## config.mk

```make
export PLATFORM = sky130hd
export DESIGN_NAME = dlxControl
export DESIGN_NICKNAME = d
export VERILOG_FILES = /design/src/dlxIsaPkg.sv /design/src/dlxCtrlPkg.sv /design/src/dlxControl.sv /design/src/hazardUnit.sv /design/src/instrDecoder.sv
export SDC_FILE = /design/constraint.sdc
export NUM_CORES = 1
export LEC_CHECK = 0
export ABC_CLOCK_PERIOD_IN_PS = 2750
export BUFFER_PORTS_ARGS = -buffer_cell sky130_fd_sc_hd__buf_2
export CORE_MARGIN = 1
export CORE_UTILIZATION = 43
export CTS_CLUSTER_SIZE = 24
export DETAILED_ROUTE_END_ITERATION = 10
export GPL_ROUTABILITY_DRIVEN = 0
export HOLD_SLACK_MARGIN = 0.02
export PLACE_DENSITY = 0.82
export SYNTH_ARGS = -nofsm -noshare
export SYNTH_HDL_FRONTEND = slang
export SYNTH_SLANG_ARGS = --single-unit
```

## constraint.sdc

```tcl
create_clock -name clk -period 2.75 [get_ports clk]
set_input_delay 0.6875 -clock clk [delete_from_list [all_inputs] [get_ports clk]]
set_output_delay 0.6875 -clock clk [all_outputs]
set_load 0.1 [all_outputs]
```

## src/dlxIsaPkg.sv

```systemverilog
package dlxIsaPkg;

	typedef logic [4:0] regIdxT;

	typedef struct packed {
		logic [5:0] opcode;
		regIdxT rs1;
		regIdxT rs2;
		regIdxT rd;
		logic [4:0] shamt;
		logic [5:0] func;
	} rFmtT;

	typedef struct packed {
		logic [5:0] opcode;
		regIdxT rs1;
		regIdxT rs2;
		logic [15:0] imm16;
	} iFmtT;

	typedef struct packed {
		logic [5:0] opcode;
		logic [25:0] value;
	} jFmtT;

	// one word, three readings
	typedef union packed {
		rFmtT rFmt;
		iFmtT iFmt;
		jFmtT jFmt;
	} instrWordU;

	localparam logic [5:0] OP_RTYPE = 6'b000000;
	localparam logic [5:0] OP_J     = 6'b000010;
	localparam logic [5:0] OP_JAL   = 6'b000011;
	localparam logic [5:0] OP_BEQZ  = 6'b000100;
	localparam logic [5:0] OP_BNEZ  = 6'b000101;
	localparam logic [5:0] OP_ADDI  = 6'b001000;
	localparam logic [5:0] OP_ADDUI = 6'b001001;
	localparam logic [5:0] OP_SUBI  = 6'b001010;
	localparam logic [5:0] OP_SUBUI = 6'b001011;
	localparam logic [5:0] OP_ANDI  = 6'b001100;
	localparam logic [5:0] OP_ORI   = 6'b001101;
	localparam logic [5:0] OP_XORI  = 6'b001110;
	localparam logic [5:0] OP_LHI   = 6'b001111;
	localparam logic [5:0] OP_JR    = 6'b010010;
	localparam logic [5:0] OP_JALR  = 6'b010011;
	localparam logic [5:0] OP_SLLI  = 6'b010100;
	localparam logic [5:0] OP_SRLI  = 6'b010110;
	localparam logic [5:0] OP_SRAI  = 6'b010111;
	localparam logic [5:0] OP_SEQI  = 6'b011000;
	localparam logic [5:0] OP_SNEI  = 6'b011001;
	localparam logic [5:0] OP_SLTI  = 6'b011010;
	localparam logic [5:0] OP_SGTI  = 6'b011011;
	localparam logic [5:0] OP_SLEI  = 6'b011100;
	localparam logic [5:0] OP_SGEI  = 6'b011101;
	localparam logic [5:0] OP_LB    = 6'b100000;  // low two bits give dataSize
	localparam logic [5:0] OP_LH    = 6'b100001;
	localparam logic [5:0] OP_LW    = 6'b100011;
	localparam logic [5:0] OP_LBU   = 6'b100100;
	localparam logic [5:0] OP_LHU   = 6'b100101;
	localparam logic [5:0] OP_SB    = 6'b101000;
	localparam logic [5:0] OP_SH    = 6'b101001;
	localparam logic [5:0] OP_SW    = 6'b101011;

	localparam logic [5:0] FN_SLL  = 6'b000100;
	localparam logic [5:0] FN_SRL  = 6'b000110;
	localparam logic [5:0] FN_SRA  = 6'b000111;
	localparam logic [5:0] FN_ADD  = 6'b100000;
	localparam logic [5:0] FN_ADDU = 6'b100001;
	localparam logic [5:0] FN_SUB  = 6'b100010;
	localparam logic [5:0] FN_SUBU = 6'b100011;
	localparam logic [5:0] FN_AND  = 6'b100100;
	localparam logic [5:0] FN_OR   = 6'b100101;
	localparam logic [5:0] FN_XOR  = 6'b100110;
	localparam logic [5:0] FN_SEQ  = 6'b101000;
	localparam logic [5:0] FN_SNE  = 6'b101001;
	localparam logic [5:0] FN_SLT  = 6'b101010;
	localparam logic [5:0] FN_SGT  = 6'b101011;
	localparam logic [5:0] FN_SLE  = 6'b101100;
	localparam logic [5:0] FN_SGE  = 6'b101101;

	localparam logic [31:0] NOP_WORD = 32'h0000_0015;  // r-type, func 0x15

endpackage

```

## src/dlxCtrlPkg.sv

```systemverilog
package dlxCtrlPkg;

	// bit order is alu0 down to alu5 of the datapath
	typedef enum logic [5:0] {
		ALU_AND = 6'b000000,
		ALU_ADD = 6'b000001,
		ALU_SEQ = 6'b000011,
		ALU_SUB = 6'b000111,
		ALU_SRA = 6'b001000,
		ALU_SLE = 6'b001011,
		ALU_XOR = 6'b010000,
		ALU_SLT = 6'b010011,
		ALU_SLL = 6'b011000,
		ALU_SGE = 6'b011011,
		ALU_OR  = 6'b100000,
		ALU_SNE = 6'b100011,
		ALU_SRL = 6'b101000,
		ALU_SGT = 6'b110011
	} aluOpE;

	typedef struct packed {
		aluOpE aluOp;
		logic aluSrc;          // second operand is imm16
		logic loadHigh;
		logic link;
		logic memWr;
		logic memSign;
		logic [1:0] dataSize;  // 00 byte, 01 half, 11 word
		logic wSrc;            // write back from memory
		logic regWr;
		logic regDst;
		logic isLoad;
		logic beqz;
		logic bnez;
		logic jump;
		logic jumpReg;
		dlxIsaPkg::regIdxT dest;
		logic [15:0] imm16;
	} decCtrlT;

	typedef struct packed {
		logic exMemExA;
		logic exMemExB;
		logic memWbExA;
		logic memWbExB;
		logic memWbMem;  // store data from mem/wb
	} fwdSelT;

	typedef struct packed {
		decCtrlT dec;
		fwdSelT fwd;
	} ctrlWordT;

endpackage

```

## src/dlxControl.sv

```systemverilog
`timescale 1ns/1ns

module dlxControl #(
	parameter dlxIsaPkg::regIdxT LINK_REG = 5'd31
) (
	input logic clk,
	input logic rst,
	input logic instrValid,
	input dlxIsaPkg::instrWordU instr,
	output dlxCtrlPkg::ctrlWordT ctrl,
	output logic stall
);
	import dlxIsaPkg::*;
	import dlxCtrlPkg::*;

	decCtrlT decoded;
	regIdxT srcA;
	regIdxT srcB;

	instrDecoder #(
		.LINK_REG(LINK_REG)
	) dec_i (
		.instr(instr),
		.decoded(decoded),
		.srcA(srcA),
		.srcB(srcB)
	);

	hazardUnit haz_i (
		.clk(clk),
		.rst(rst),
		.instrValid(instrValid),
		.decoded(decoded),
		.srcA(srcA),
		.srcB(srcB),
		.ctrl(ctrl),
		.stall(stall)
	);

endmodule

```

## src/hazardUnit.sv

```systemverilog
`timescale 1ns/1ns

module hazardUnit (
	input logic clk,
	input logic rst,
	input logic instrValid,
	input dlxCtrlPkg::decCtrlT decoded,
	input dlxIsaPkg::regIdxT srcA,
	input dlxIsaPkg::regIdxT srcB,
	output dlxCtrlPkg::ctrlWordT ctrl,
	output logic stall
);
	import dlxIsaPkg::*;
	import dlxCtrlPkg::*;

	typedef struct packed {
		regIdxT dest;
		logic regWr;  // already gated by stall
		logic isLoad;
		logic stall;
	} slotT;

	slotT slot1;  // previous strobe
	slotT slot2;  // one before that
	fwdSelT fwd;
	logic hit1A;
	logic hit1B;
	logic hit2A;
	logic hit2B;
	logic isBranch;

	assign hit1A = instrValid && srcA != '0 && slot1.regWr && slot1.dest == srcA;
	assign hit1B = instrValid && srcB != '0 && slot1.regWr && slot1.dest == srcB;
	assign hit2A = instrValid && srcA != '0 && slot2.regWr && slot2.dest == srcA;
	assign hit2B = instrValid && srcB != '0 && slot2.regWr && slot2.dest == srcB;
	assign isBranch = decoded.beqz | decoded.bnez;

	always_comb
	begin
		fwd = '0;
		stall = 1'b0;

		fwd.exMemExA = hit1A;
		if (hit1A && slot1.isLoad)
		begin
			fwd.memWbExA = 1'b1;
			stall = 1'b1;  // load-use
		end
		if (hit2A && slot2.isLoad)
			fwd.memWbExA = 1'b1;

		if (decoded.memWr)
		begin
			fwd.memWbMem = hit1B;
		end
		else
		begin
			fwd.exMemExB = hit1B;
			if (hit1B && slot1.isLoad)
			begin
				fwd.memWbExB = 1'b1;
				stall = 1'b1;
			end
			if (hit2B && slot2.isLoad)
				fwd.memWbExB = 1'b1;
		end

		// branch resolves in decode, so it waits one strobe
		if (isBranch && hit1A)
			stall = 1'b1;
	end

	always_comb
	begin
		ctrl.dec = decoded;
		ctrl.dec.regWr = decoded.regWr & ~stall;  // bubble
		ctrl.fwd = fwd;
	end

	always_ff @(posedge clk)
	begin
		if (rst)
		begin
			slot1 <= '0;
			slot2 <= '0;
		end
		else if (instrValid)
		begin
			slot2 <= slot1;
			slot1 <= '{
				dest: decoded.dest,
				regWr: decoded.regWr & ~stall,
				isLoad: decoded.isLoad,
				stall: stall
			};
		end
	end

	// the reissue after a stall sees a bubble in slot1
	stallOnce: assert property (@(posedge clk) disable iff (rst)
		(instrValid && slot1.stall) |-> !stall)
		else $error("stall raised on two strobes in a row");

	// history stays empty from reset until something issues
	emptyAfterReset: assert property (@(posedge clk)
		(rst || (!instrValid && !slot1.regWr && !slot2.regWr))
		|=> (!slot1.regWr && !slot2.regWr))
		else $error("history holds a write without a strobe");

endmodule

```

## src/instrDecoder.sv

```systemverilog
`timescale 1ns/1ns

module instrDecoder #(
	parameter dlxIsaPkg::regIdxT LINK_REG = 5'd31
) (
	input dlxIsaPkg::instrWordU instr,
	output dlxCtrlPkg::decCtrlT decoded,
	output dlxIsaPkg::regIdxT srcA,
	output dlxIsaPkg::regIdxT srcB
);
	import dlxIsaPkg::*;
	import dlxCtrlPkg::*;

	logic [5:0] opcode;
	aluOpE funcOp;
	aluOpE immOp;
	logic funcKnown;

	assign opcode = instr.rFmt.opcode;

	always_comb
	begin
		funcKnown = 1'b1;
		case (instr.rFmt.func)
			FN_ADD, FN_ADDU: funcOp = ALU_ADD;
			FN_SUB, FN_SUBU: funcOp = ALU_SUB;
			FN_AND: funcOp = ALU_AND;
			FN_OR: funcOp = ALU_OR;
			FN_XOR: funcOp = ALU_XOR;
			FN_SEQ: funcOp = ALU_SEQ;
			FN_SNE: funcOp = ALU_SNE;
			FN_SLT: funcOp = ALU_SLT;
			FN_SGT: funcOp = ALU_SGT;
			FN_SLE: funcOp = ALU_SLE;
			FN_SGE: funcOp = ALU_SGE;
			FN_SLL: funcOp = ALU_SLL;
			FN_SRA: funcOp = ALU_SRA;
			FN_SRL: funcOp = ALU_SRL;
			default:
			begin
				funcOp = ALU_ADD;
				funcKnown = 1'b0;  // nop lands here too
			end
		endcase
	end

	always_comb
	begin
		case (opcode)
			OP_ADDI, OP_ADDUI: immOp = ALU_ADD;
			OP_SUBI, OP_SUBUI: immOp = ALU_SUB;
			OP_ANDI: immOp = ALU_AND;
			OP_ORI: immOp = ALU_OR;
			OP_XORI: immOp = ALU_XOR;
			OP_SEQI: immOp = ALU_SEQ;
			OP_SNEI: immOp = ALU_SNE;
			OP_SLTI: immOp = ALU_SLT;
			OP_SGTI: immOp = ALU_SGT;
			OP_SLEI: immOp = ALU_SLE;
			OP_SGEI: immOp = ALU_SGE;
			OP_SLLI: immOp = ALU_SLL;
			OP_SRAI: immOp = ALU_SRA;
			OP_SRLI: immOp = ALU_SRL;
			default: immOp = ALU_ADD;  // address and link adds
		endcase
	end

	always_comb
	begin
		decoded = '0;
		decoded.aluOp = ALU_ADD;
		decoded.aluSrc = |opcode[5:3];
		decoded.memWr = (opcode[5:3] == 3'b101);
		decoded.wSrc = (opcode[5:3] == 3'b100);
		decoded.memSign = 1'b1;
		decoded.dataSize = opcode[1:0];
		decoded.imm16 = instr.iFmt.imm16;
		srcA = '0;  // register 0 never matches
		srcB = '0;

		case (opcode)
			OP_RTYPE:
			begin
				decoded.regDst = 1'b1;
				decoded.aluOp = funcOp;
				srcA = instr.rFmt.rs1;
				srcB = instr.rFmt.rs2;
				if (instr != NOP_WORD && funcKnown)
				begin
					decoded.regWr = 1'b1;
					decoded.dest = instr.rFmt.rd;
				end
			end

			OP_ADDI, OP_ADDUI, OP_SUBI, OP_SUBUI, OP_ANDI, OP_ORI, OP_XORI,
			OP_SEQI, OP_SNEI, OP_SLTI, OP_SGTI, OP_SLEI, OP_SGEI,
			OP_SLLI, OP_SRAI, OP_SRLI:
			begin
				decoded.aluOp = immOp;
				decoded.regWr = 1'b1;
				decoded.dest = instr.iFmt.rs2;
				srcA = instr.iFmt.rs1;
			end

			OP_LHI:
			begin
				decoded.loadHigh = 1'b1;
				decoded.regWr = 1'b1;
				decoded.dest = instr.iFmt.rs2;
			end

			OP_LB, OP_LH, OP_LW, OP_LBU, OP_LHU:
			begin
				decoded.isLoad = 1'b1;
				decoded.regWr = 1'b1;
				decoded.memSign = ~opcode[2];  // lbu, lhu zero extend
				decoded.dest = instr.iFmt.rs2;
				srcA = instr.iFmt.rs1;
			end

			OP_SB, OP_SH, OP_SW:
			begin
				srcA = instr.iFmt.rs1;  // base
				srcB = instr.iFmt.rs2;  // store data
			end

			OP_BEQZ:
			begin
				decoded.beqz = 1'b1;
				srcA = instr.iFmt.rs1;
			end

			OP_BNEZ:
			begin
				decoded.bnez = 1'b1;
				srcA = instr.iFmt.rs1;
			end

			OP_J, OP_JAL:
			begin
				decoded.jump = 1'b1;
				if (opcode == OP_JAL)
				begin
					decoded.link = 1'b1;
					decoded.regWr = 1'b1;
					decoded.dest = LINK_REG;
				end
			end

			OP_JR, OP_JALR:
			begin
				decoded.jump = 1'b1;
				decoded.jumpReg = 1'b1;
				srcA = instr.iFmt.rs1;
				if (opcode == OP_JALR)
				begin
					decoded.link = 1'b1;
					decoded.dest = LINK_REG;
				end
			end

			default:
			begin
				decoded.regWr = 1'b0;  // unknown opcode issues as a bubble
			end
		endcase
	end

	always_comb
	begin
		assert final (!(decoded.beqz && decoded.bnez)
			&& !(decoded.jump && (decoded.beqz || decoded.bnez)))
			else $error("overlapping branch and jump flags");
	end

endmodule

```

==> results of run 1 <==
[kinds of logic after synthesis]
family	Yosys count	share of synthesized area, %
multiplexers	10	5.54
AO/OA/AOI/OAI	61	26.2
AND/OR/NAND/NOR	103	31.0
buffers and inverters	48	14.8
flip-flops	14	15.3
XOR/XNOR	15	7.18
[repair_timing]
| item | in CTS |
|---|---|
| endpoints found under the setup margin | 21 |
| buffers inserted | 17 |
| pin swaps | 27 |
| resized for setup | 68 |
[synth_stat cells (3+ instances only)]
library cell   n
xnor2_1        8
nor3_1         8
nand3_1        6
nand4_1        5
nor2_1        26
o211a_1        5
a221o_1        6
a31oi_1        7
and2_1         5
mux2i_1        9
o21ai_0        8
nor4_1         6
o32ai_1        3
buf_4         20
dfxtp_1       14
buf_1          3
buf_2          6
nor4b_1        3
nand2_1       14
xor2_1         7
inv_1         12
nor2b_1        5
nand2b_1       6
clkbuf_1       3
or2_2          5
a21oi_1        5
[per-layer routing]
layer	track usage [%]	overflow
met1	79.9	3
met4	119	105
met3	64.9	1
met2	116	149
met5	13.8	0
[metrics by stage]
step           hold WS [ns]  cells
2_1_floorplan         0.472    251
3_3_place_gp          0.500    416
3_5_place_dp          0.504    416
4_1_cts               0.520    434
==> metrics.md, run 1 <==
| Metric | Value |
|---|---|
| Post-synth top area cell | `dfxtp_1` |
| Gate Count Post-Synth | `251` |
| First error | `[ERROR GRT-0232] Routing congestion too high. Check the congestion heatmap in the GUI.` |
| Total track usage | `90.1%` |
| Worst endpoint type | `output port` |
| Synth Register Bits | `14` |
| Syn Nets | `286` |
| Stopping stage | `global routing` |
| Syn_area_per_cell | `7.29 um^2` |
| Run status | `aborted with a tool error` |
| Yosys warns | `0` |
| Die Wd | `67.2 um` |
| Synth async-reset ratio | `0%` |
| HPWL Detailed | `6390 um` |
| H-tree Lvls | `1` |
| CTS Sinks | `14` |
| Clock Tree Root | `clkbuf_8` |
| Largest net degree at the start of global routing | `13` |
| Num CTS Buffers | `3` |
| PortBufs | `72` |
| Unique masters post-synth | `61` |
| Post-synth EDFFs | `0` |
| Grt ovf | `258` |
| Area contributors post-synth | `dfxtp_1, buf_4, nor2_1, mux2i_1, xnor2_1` |
| Sequential share of the synthesized area | `15.3%` |
| Ports | `83` |
| Hold-fix buffers, CTS | `0` |
| Clk buf depth | `2` |
| Initial Util | `45.1%` |
| Synth top area share | `15.3%` |
| Worst EP post-GRT repair | `ctrl[1]` |
| Die height | `67.2 um` |
| # rows | `23` |
| Pre-CTS WS | `-0.614 ns` |
| Mapped cell area | `1830 um^2` |
| Most used DFF post-synth | `dfxtp_1` |
| DP Area | `3360 um^2` |
==> inputs of run 2 (changes only) <==
--- a/config.mk
+++ b/config.mk
@@ -5,15 +5,13 @@
 export SDC_FILE = /design/constraint.sdc
 export NUM_CORES = 1
 export LEC_CHECK = 0
-export ABC_CLOCK_PERIOD_IN_PS = 2750
+export ABC_CLOCK_PERIOD_IN_PS = 3600
 export BUFFER_PORTS_ARGS = -buffer_cell sky130_fd_sc_hd__buf_2
 export CORE_MARGIN = 1
-export CORE_UTILIZATION = 43
-export CTS_CLUSTER_SIZE = 24
+export CORE_UTILIZATION = 40
 export DETAILED_ROUTE_END_ITERATION = 10
 export GPL_ROUTABILITY_DRIVEN = 0
-export HOLD_SLACK_MARGIN = 0.02
-export PLACE_DENSITY = 0.82
+export PLACE_DENSITY_LB_ADDON = 0.15
 export SYNTH_ARGS = -nofsm -noshare
 export SYNTH_HDL_FRONTEND = slang
 export SYNTH_SLANG_ARGS = --single-unit
==> constraint.sdc (replaced) <==
create_clock -name clk -period 3.6 [get_ports clk]
set_input_delay 0.9 -clock clk [delete_from_list [all_inputs] [get_ports clk]]
set_output_delay 0.9 -clock clk [all_outputs]
set_load 0.1 [all_outputs]
==> run 2 against run 1 <==
Compared with the run above: the flow now finishes without violations; area after synthesis stayed put; synthesized cell count is the same.
==> metrics.md, run 2 <==
| Metric | Value |
|---|---|
| Pwr Total | `0.000694 W` |
| Critical Path Fanout Max | `4` |
| Die Wd | `69.7 um` |
| # DRC | `0` |
| WP data required | `2.70 ns` |
| Syn Nets | `286` |
| Reg clk slew, reported paths | `0.06 ns` |
| First-pass GRT wire length | `9400 um` |
| Final Util | `63.8%` |
| Worst min path class | `reg2reg` |
| R2R cell count | `8` |
| Wire length per cell | `15.4 um` |
| Cells after DPL | `363` |
| Die area | `4850 um^2` |
| Most frequent cells in the layout | `buf_2, nor2_1, buf_4, buf_12, dfxtp_1` |
| CP Cell Sequence | `buf_8 > nor4_4 > o311ai_2 > a222oi_1 > nand4_1 > buf_4 > a21oi_4 > nor2_4 > buf_12` |
| H-tree Lvls | `1` |
| Final Cycle Share | `99.9%` |
| Largest net degree at the start of global routing | `21` |
| # rows | `24` |
| PortBufs | `72` |
| Fin. max-slew vios | `0` |
| Fin. Hold Viols | `0` |
| Rel. slew slack | `67.0%` |
| Post-route ant nets | `0` |
| Gate Count Post-Synth | `251` |
| Filler cells | `388` |
| Fin nets | `353` |
| Grt ovf | `0` |
| Post-synth EDFFs | `0` |
| Initial Util | `41.8%` |
| Crit Reg-Reg Startpoint | `haz_i.slot1[7]` |
| Setup TNS | `0 ns` |
| Clk buf depth | `2` |
| Post-synth top area cell | `dfxtp_1` |
| Layout Skew | `0.00502 ns` |
| N_diodes | `0` |
| P_leak | `1.20 nW` |
| F_max | `0.278 GHz` |
| Die height | `69.7 um` |
| Critical Setup Path Class | `in2out` |
| 1st-iter DRT viols | `161` |
| Hold path start | `haz_i.slot1[2]` |
| Non-filler cells, final | `368` |
| Reg2reg end | `haz_i.slot1[2]` |
| Most used DFF post-synth | `dfxtp_1` |
| Vias in the first global route | `1909` |
| Core area | `4380 um^2` |
| Largest regs | `haz_i.slot1 x7, haz_i.slot2 x7` |
| Worst path arrival time | `2.70 ns` |
| Min Clock Period, post-route | `3.60 ns` |
| Ports | `83` |
| Initial antenna violation count | `0` |
| Yosys warns | `0` |
| Num CTS Buffers | `3` |
| Run status | `completed` |
| Crit path max-delay family | `compound AO/OA/AOI/OAI gates` |
| Max Cap Violations | `0` |
| Syn_area_per_cell | `7.29 um^2` |
| Top cells by instance count after synthesis | `nor2_1, buf_4, dfxtp_1, nand2_1, inv_1` |
| CP Launch Type | `input pin` |
| Most common cell in the synthesized netlist | `nor2_1` |
| DRT Pass-1 Iters | `4` |
| Power Density | `248 nW/um^2` |
| Synth Register Bits | `14` |
| Synth top area share | `15.3%` |
| CP Buf/Inv Count | `3` |
| TritonCTS clock tree | `done` |
| HPWL Detailed | `4510 um` |
| Clk_lat worst skew | `0.24 ns` |
| RSZ-0062 raised after global routing | `yes` |
| Mapped cell area | `1830 um^2` |
| Vias/cell | `5.71` |
| Tightest Pin Transition | `0.499 ns` |
| Vias | `2101` |
| Clock Tree Root | `clkbuf_8` |
| Reg2Reg Setup Slack | `1.59 ns` |
| Final setup fails | `0` |
| Endpoint, Worst Hold | `haz_i.slot1[2]` |
| Slowest-stage cell, CP | `a222oi_1` |
| Synth async-reset ratio | `0%` |
| CP Capture Type | `output port` |
| Most common cell after layout, fill and taps aside | `buf_2` |
| Drt total wl | `5660 um` |
| CTS Sinks | `14` |
| P&R area growth vs syn | `52.9%` |
| Sequential share of the synthesized area | `15.3%` |
| Layout cells sized above 1 | `45.9%` |
| Critical Path Max Stage Delay | `0.39 ns` |
| Max IR drop VDD | `0.149 mV` |
| Worst hold slack | `0.530 ns` |
| Hold-fix buffers, CTS | `0` |
| Unique masters post-synth | `61` |
| Worst hold path stage count | `2` |
| Total track usage | `23.6%` |
| Area contributors post-synth | `dfxtp_1, buf_4, nor2_1, mux2i_1, xnor2_1` |
[run 2: worst reg2reg max path, cell delays in order, from the launching register on]
cell and delay, ns:
dfxtp_1 0.44, and2_1 0.19, o311ai_2 0.10, a222oi_1 0.39, nand4_1 0.17, buf_4 0.18, a21oi_4 0.22, buf_4 0.15
o41ai_1 0.06
[run 2: layout make-up]
| type | count | area [um^2] | share of cell area, % |
|---|---|---|---|
| Multi-Input combinational cell | 189 | 1540 | 55.1 |
| Timing Repair Buffer | 95 | 806 | 28.8 |
| Sequential cell | 14 | 280 | 10.0 |
| Tap cell | 52 | 65.1 | 2.32 |
| Inverter | 15 | 63.8 | 2.28 |
| Clock buffer | 3 | 41.3 | 1.48 |
[run 2: logic make-up after synthesis]
logic type | count (synthesis) | share of synthesized area (%)
compound gates | 61 | 26.2
buf+inv | 48 | 14.8
mux | 10 | 5.54
flops | 14 | 15.3
xor+xnor | 15 | 7.18
simple gates | 103 | 31.0
[run 2: worst max-delay path by stage]
stage,from,endpoint,slack [ns],cells past startpoint
finish,instr[27],ctrl[32],0.003,9
global route,instr[27],ctrl[32],-0.17,9
floorplan,instr[29],ctrl[32],-0.45,8
CTS,instr[26],ctrl[32],-0.004,9
detailed placement,instr[26],ctrl[1],-0.08,9
global placement,instr[26],ctrl[1],0.03,9
[run 2: per-layer routing]
metal / global-route usage (%) / routed length, um / vias up
met5: 0 / 0 / -
met4: 3.78 / 52 / 0
met3: 2.03 / 229 / 6
met2: 37.6 / 2690 / 65
met1: 35.1 / 2690 / 989
li1: - / - / 1041
[run 2: what timing repair did]
item | 4_1_cts | 5_1_grt
resized for setup | 0 | 10
setup buffers | 1 | 1
pin swaps | 3 | 7
endpoints found under the setup margin | 3 | 5
cloned | 0 | 0
[run 2: stage by stage]
stage / instance area (um^2) / setup WS, ns
after floorplan: 2120 / -0.448
after global placement: 2710 / 0.0276
after detailed placement: 2710 / -0.0770
after CTS: 2760 / -0.00367
after global routing: 2800 / -0.166
final: 2800 / 0.00268
[run 2: where the power goes]
group          internal, W  leakage [nW]  switching, W  total (W)
clock network    0.0000740        0.0216     0.0000553   0.000129
registers         0.000162         0.114     0.0000113   0.000174
logic             0.000126          1.06      0.000265   0.000391
Note: power is estimated with default switching activity, not from simulation.
==> inputs of run 3 (changes only) <==
--- a/config.mk
+++ b/config.mk
@@ -9,9 +9,12 @@
 export BUFFER_PORTS_ARGS = -buffer_cell sky130_fd_sc_hd__buf_2
 export CORE_MARGIN = 1
 export CORE_UTILIZATION = 40
+export CTS_CLUSTER_SIZE = 40
 export DETAILED_ROUTE_END_ITERATION = 10
 export GPL_ROUTABILITY_DRIVEN = 0
+export GPL_TIMING_DRIVEN = 0
 export PLACE_DENSITY_LB_ADDON = 0.15
+export SLEW_MARGIN = 20
 export SYNTH_ARGS = -nofsm -noshare
 export SYNTH_HDL_FRONTEND = slang
 export SYNTH_SLANG_ARGS = --single-unit
==> run 3 against run 2 <==
Compared with the run above: sequential power about the same; via count up 2.9%; design area up 0.54%; flip-flop and latch count unchanged; sequential share of layout area down 0.053 points; worst hold slack better by 0.018 ns; total power up 7.4%; wire length up 0.58%; count of clock-buffer cells in the layout up 1; the run now ends with negative setup slack left; maximum frequency down 1.6%; highest routed layer unchanged; combinational power up 5.4%.
==> metrics.md, run 3 (same netlist as run 2, synthesis figures left out) <==
| Metric | Value |
|---|---|
| Num CTS Buffers | `3` |
| Worst hold slack | `0.548 ns` |
| First-pass GRT wire length | `9370 um` |
| Tightest Pin Transition | `0.701 ns` |
| Layout Skew | `0.000767 ns` |
| CP Buf/Inv Count | `3` |
| Wire length per cell | `14.9 um` |
| Vias/cell | `5.64` |
| Worst path arrival time | `2.76 ns` |
| Ports | `83` |
| Cells after DPL | `376` |
| Crit path max-delay family | `compound AO/OA/AOI/OAI gates` |
| 1st-iter DRT viols | `174` |
| Initial antenna violation count | `0` |
| Critical Path Max Stage Delay | `0.34 ns` |
| Max IR drop VDD | `0.105 mV` |
| WP data required | `2.70 ns` |
| Slowest-stage cell, CP | `a222oi_1` |
| Largest regs | `haz_i.slot1 x7, haz_i.slot2 x7` |
| Initial Util | `41.8%` |
| Total track usage | `23.6%` |
| Pwr Total | `0.000745 W` |
| N_diodes | `0` |
| CP Capture Type | `output port` |
| Setup TNS | `-0.0796 ns` |
| Hold-fix buffers, CTS | `0` |
| CP Launch Type | `input pin` |
| PortBufs | `73` |
| Run status | `finished with violations` |
| Crit Reg-Reg Startpoint | `haz_i.slot1[7]` |
| Most frequent cells in the layout | `buf_2, nor2_1, buf_4, dfxtp_1, nand2_1` |
| Fin. max-slew vios | `0` |
| R2R cell count | `8` |
| Die height | `69.7 um` |
| Vias in the first global route | `1927` |
| Fin nets | `367` |
| Power Density | `265 nW/um^2` |
| Min Clock Period, post-route | `3.66 ns` |
| DRT Pass-1 Iters | `4` |
| RSZ-0062 raised after global routing | `yes` |
| Final Cycle Share | `102%` |
| Most common cell after layout, fill and taps aside | `buf_2` |
| Post-route ant nets | `0` |
| Reg clk slew, reported paths | `0.06 ns` |
| # DRC | `0` |
| Final setup fails | `2` |
| Reg2reg end | `haz_i.slot1[2]` |
| Die Wd | `69.7 um` |
| CTS Sinks | `14` |
| Max Cap Violations | `0` |
| Critical Setup Path Class | `in2out` |
| Clock Tree Root | `clkbuf_8` |
| Pre-CTS WS | `-0.415 ns` |
| Worst min path class | `reg2reg` |
| Non-filler cells, final | `383` |
| Grt ovf | `0` |
| F_max | `0.274 GHz` |
| Clk buf depth | `2` |
| Failing checks | `negative setup slack` |
| CP Cell Sequence | `buf_2 > and3_1 > o31a_1 > a222oi_1 > nand4_1 > buf_6 > a21oi_4 > nor2_4 > buf_12` |
| Fin. Hold Viols | `0` |
| Largest net degree at the start of global routing | `11` |
| TritonCTS clock tree | `done` |
| Hold path start | `haz_i.slot1[2]` |
| # rows | `24` |
| Worst hold path stage count | `2` |
| Core area | `4380 um^2` |
| Clk_lat worst skew | `0.25 ns` |
| P&R area growth vs syn | `53.7%` |
| Final WS setup | `-0.0552 ns` |
| H-tree Lvls | `1` |
| Rel. slew slack | `53.3%` |
| Endpoint, Worst Hold | `haz_i.slot1[2]` |
| Drt total wl | `5700 um` |
| Vias | `2161` |
| Reg2Reg Setup Slack | `1.60 ns` |
| Layout cells sized above 1 | `47.7%` |
| Critical Path Fanout Max | `8` |
| HPWL Detailed | `4300 um` |
| P_leak | `1.24 nW` |
| Die area | `4850 um^2` |
[run 3: cell types whose count changed in the layout (fill, tap and decap cells not counted), moves of 2 or more]
cell      before  now
buf_12        17    4
buf_2         54   63
buf_6          2    9
buf_1          0    2
buf_4         21   23
clkbuf_1       0    2
clkbuf_4       0    2
nor2_2         2    0
nor2_4         1    3
[run 3: final cells by class]
class,instances,area [um^2]
tap,52,65.1
buffer,33,253
clock buffer,4,55.1
sequential,14,280
inverter,15,63.8
multi-input combinational,189,1590
timing repair buffer,76,507
fill,387,1570
[run 3: power by group]
group          total [W]  internal (W)  switching (W)
clock           0.000160     0.0000970      0.0000630
combinational   0.000412      0.000123       0.000288
sequential      0.000173      0.000162      0.0000108
[run 3: metal layers]
layer	part of all wire, %	global-route usage, %	up-vias
li1	-	-	1066
met1	46	33.3	1010
met2	48	38.6	79
met3	4.8	3.20	6
met4	0.97	4.22	0
met5	0	0	-
[run 3: worst register-to-register path: cells and delay by family (launching register included)]
| kind | cells | cell delay (ns) |
|---|---|---|
| AO/OA/AOI/OAI | 4 | 0.80 |
| buffers and inverters | 2 | 0.32 |
| flip-flops | 1 | 0.41 |
| AND/OR/NAND/NOR | 2 | 0.35 |
[run 3: how the worst max path moves through the flow]
stage | startpoint | to | slack [ns] | cells past startpoint
detailed placement | instr[31] | ctrl[32] | -0.41 | 9
global placement | instr[31] | ctrl[32] | -0.40 | 9
CTS | instr[29] | ctrl[32] | -0.02 | 9
global route | instr[29] | ctrl[32] | -0.14 | 9
floorplan | instr[29] | ctrl[32] | -0.45 | 8
finish | instr[26] | ctrl[32] | -0.06 | 9
[run 3: what timing repair did]
| action | 4_1_cts | 5_1_grt |
|---|---|---|
| pin swaps | 4 | 7 |
| buffers inserted | 2 | 1 |
| setup endpoints to repair | 13 | 15 |
| resized for setup | 29 | 18 |
[run 3: metrics by stage]
| step | utilization [%] | cell area [um^2] |
|---|---|---|
| floorplan | - | 2120 |
| global placement | 58.2 | 2550 |
| detailed placement | 58.2 | 2550 |
| CTS | 62.2 | 2730 |
| global route | 64.2 | 2810 |
| finish | 64.2 | 2810 |
==> inputs of run 4 (changes only) <==
--- a/config.mk
+++ b/config.mk
@@ -9,6 +9,7 @@
 export BUFFER_PORTS_ARGS = -buffer_cell sky130_fd_sc_hd__buf_2
 export CORE_MARGIN = 1
 export CORE_UTILIZATION = 40
+export CTS_BUF_LIST = sky130_fd_sc_hd__clkbuf_4
 export CTS_CLUSTER_SIZE = 40
 export DETAILED_ROUTE_END_ITERATION = 10
 export GPL_ROUTABILITY_DRIVEN = 0
==> run 4 against run 3 <==
Compared with the run above: the flow still finishes with violations (negative setup slack); total power shrank 8.5%; sequential power is essentially flat; sequential share of layout area grew 0.076 points; non-clock buffer count grew 1; via count is essentially flat; critical endpoint unchanged; largest cell class unchanged.
==> metrics.md, run 4 (same netlist as run 2, synthesis figures left out) <==
| Metric | Value |
|---|---|
| Total track usage | `23.4%` |
| HPWL Detailed | `4300 um` |
| Final WS setup | `-0.0489 ns` |
| Largest regs | `haz_i.slot1 x7, haz_i.slot2 x7` |
| Post-route ant nets | `0` |
| Busiest grt layer | `met2` |
| # DRC | `0` |
| Clock Tree Root | `clkbuf_4` |
| Critical Path Fanout Max | `8` |
| Final Cycle Share | `101%` |
| Worst min path class | `reg2reg` |
| TritonCTS clock tree | `done` |
| Grt ovf | `0` |
| Ports | `83` |
| WP data required | `2.70 ns` |
| Rel. slew slack | `53.9%` |
| Power Density | `244 nW/um^2` |
| Fin. Hold Viols | `0` |
| M2 GR Usage | `37.8%` |
| H-tree Lvls | `1` |
| Die height | `69.7 um` |
| Worst path arrival time | `2.75 ns` |
| Critical Setup Path Class | `in2out` |
| Failing checks | `negative setup slack` |
| P_leak | `1.23 nW` |
| Worst hold slack | `0.548 ns` |
| 1st-iter DRT viols | `142` |
| Wire length per cell | `14.6 um` |
| Hold-fix buffers, CTS | `0` |
| Met1 capacity usage during global routing | `33.5%` |
| Largest net degree at the start of global routing | `11` |
| Layout cells sized above 1 | `47.6%` |
| Clk buf depth | `2` |
| Initial Util | `41.8%` |
| Most common cell after layout, fill and taps aside | `buf_2` |
| Max IR drop VDD | `0.108 mV` |
| CTS Sinks | `14` |
| Reg clk slew, reported paths | `0.09 ns` |
| Layout Skew | `0.00193 ns` |
| P&R area growth vs syn | `52.6%` |
| PortBufs | `73` |
| Die area | `4850 um^2` |
| Grt met3 use | `3.34%` |
| Drt total wl | `5600 um` |
| Fin. max-slew vios | `0` |
| F_max | `0.274 GHz` |
| Final setup fails | `2` |
| Max Cap Violations | `0` |
| CP Capture Type | `output port` |
| Vias in the first global route | `1923` |
| Core area | `4380 um^2` |
| Initial antenna violation count | `0` |
| DRT Pass-1 Iters | `4` |
| Fin nets | `368` |
| Vias/cell | `5.63` |
| Die Wd | `69.7 um` |
| Num CTS Buffers | `3` |
| RSZ-0062 raised after global routing | `yes` |
| # rows | `24` |
| Most frequent cells in the layout | `buf_2, nor2_1, buf_4, dfxtp_1, nand2_1` |
| N_diodes | `0` |
| Pwr Total | `0.000682 W` |
| First-pass GRT wire length | `9360 um` |
| Vias | `2163` |
| Setup TNS | `-0.0629 ns` |
| Min Clock Period, post-route | `3.65 ns` |
| Clk_lat worst skew | `0.29 ns` |
| CP Launch Type | `input pin` |
| Tightest Pin Transition | `0.692 ns` |
| Run status | `finished with violations` |
## run 4: cell count changes in the layout (fill, tap and decap cells not counted)
| cell | previous run | this run |
|---|---|---|
| clkinv_1 | 1 | 2 |
| clkbuf_4 | 2 | 5 |
| buf_4 | 23 | 24 |
| clkbuf_8 | 4 | 0 |
## run 4: cell type report
cell class	count	area [um^2]
inverters	15	63.8
multi-input cells	189	1590
flip-flops and latches	14	280
repair buffers	77	514
well taps	52	65.1
fillers	393	1590
clock buffers	3	22.5
plain buffers	33	253
clock inverters	1	3.75
## run 4: final timing paths
path	startpoint	slack [ns]	endpoint	cells past startpoint
worst max register to register	haz_i.slot1[7]	1.61	haz_i.slot1[2]	8
worst max-delay path	instr[26]	-0.05	ctrl[32]	9
worst min register to register	haz_i.slot2[2]	0.55	haz_i.slot2[2]	2
worst min-delay path	haz_i.slot2[2]	0.55	haz_i.slot2[2]	2
## run 4: repair_timing
| action | 4_1_cts | 5_1_grt |
|---|---|---|
| buffers inserted | 3 | 1 |
| pin swaps | 4 | 7 |
| setup endpoints to repair | 13 | 15 |
| resized for setup | 29 | 18 |
## run 4: layer usage
metal | wire length (um) | up-vias
li1 | - | 1069
met2 | 2630 | 83
met3 | 284 | 10
met1 | 2600 | 1001
met4 | 79 | 0
met5 | 0 | -
## run 4: critical path, cell delays in order
cell and delay, ns:
buf_2 0.15, and3_1 0.22, o31a_1 0.33, a222oi_1 0.34
nand4_1 0.18, buf_6 0.17, a21oi_4 0.22, nor2_4 0.07
buf_12 0.17
## run 4: stage by stage
| step | setup WS [ns] | area (um^2) | instances | util, % |
|---|---|---|---|---|
| after floorplan | -0.448 | 2120 | 251 | - |
| after global placement | -0.403 | 2550 | 376 | 58.2 |
| after detailed placement | -0.415 | 2550 | 376 | 58.2 |
| after CTS | -0.0208 | 2710 | 383 | 61.8 |
| after global routing | -0.126 | 2790 | 384 | 63.7 |
| final | -0.0489 | 2790 | 384 | 63.7 |
## run 4: report_power, final
| part | switching (W) | internal, W | total [W] |
|---|---|---|---|
| clock network | 0.0000564 | 0.0000403 | 0.0000967 |
| registers | 0.0000107 | 0.000162 | 0.000173 |
| logic | 0.000288 | 0.000124 | 0.000412 |
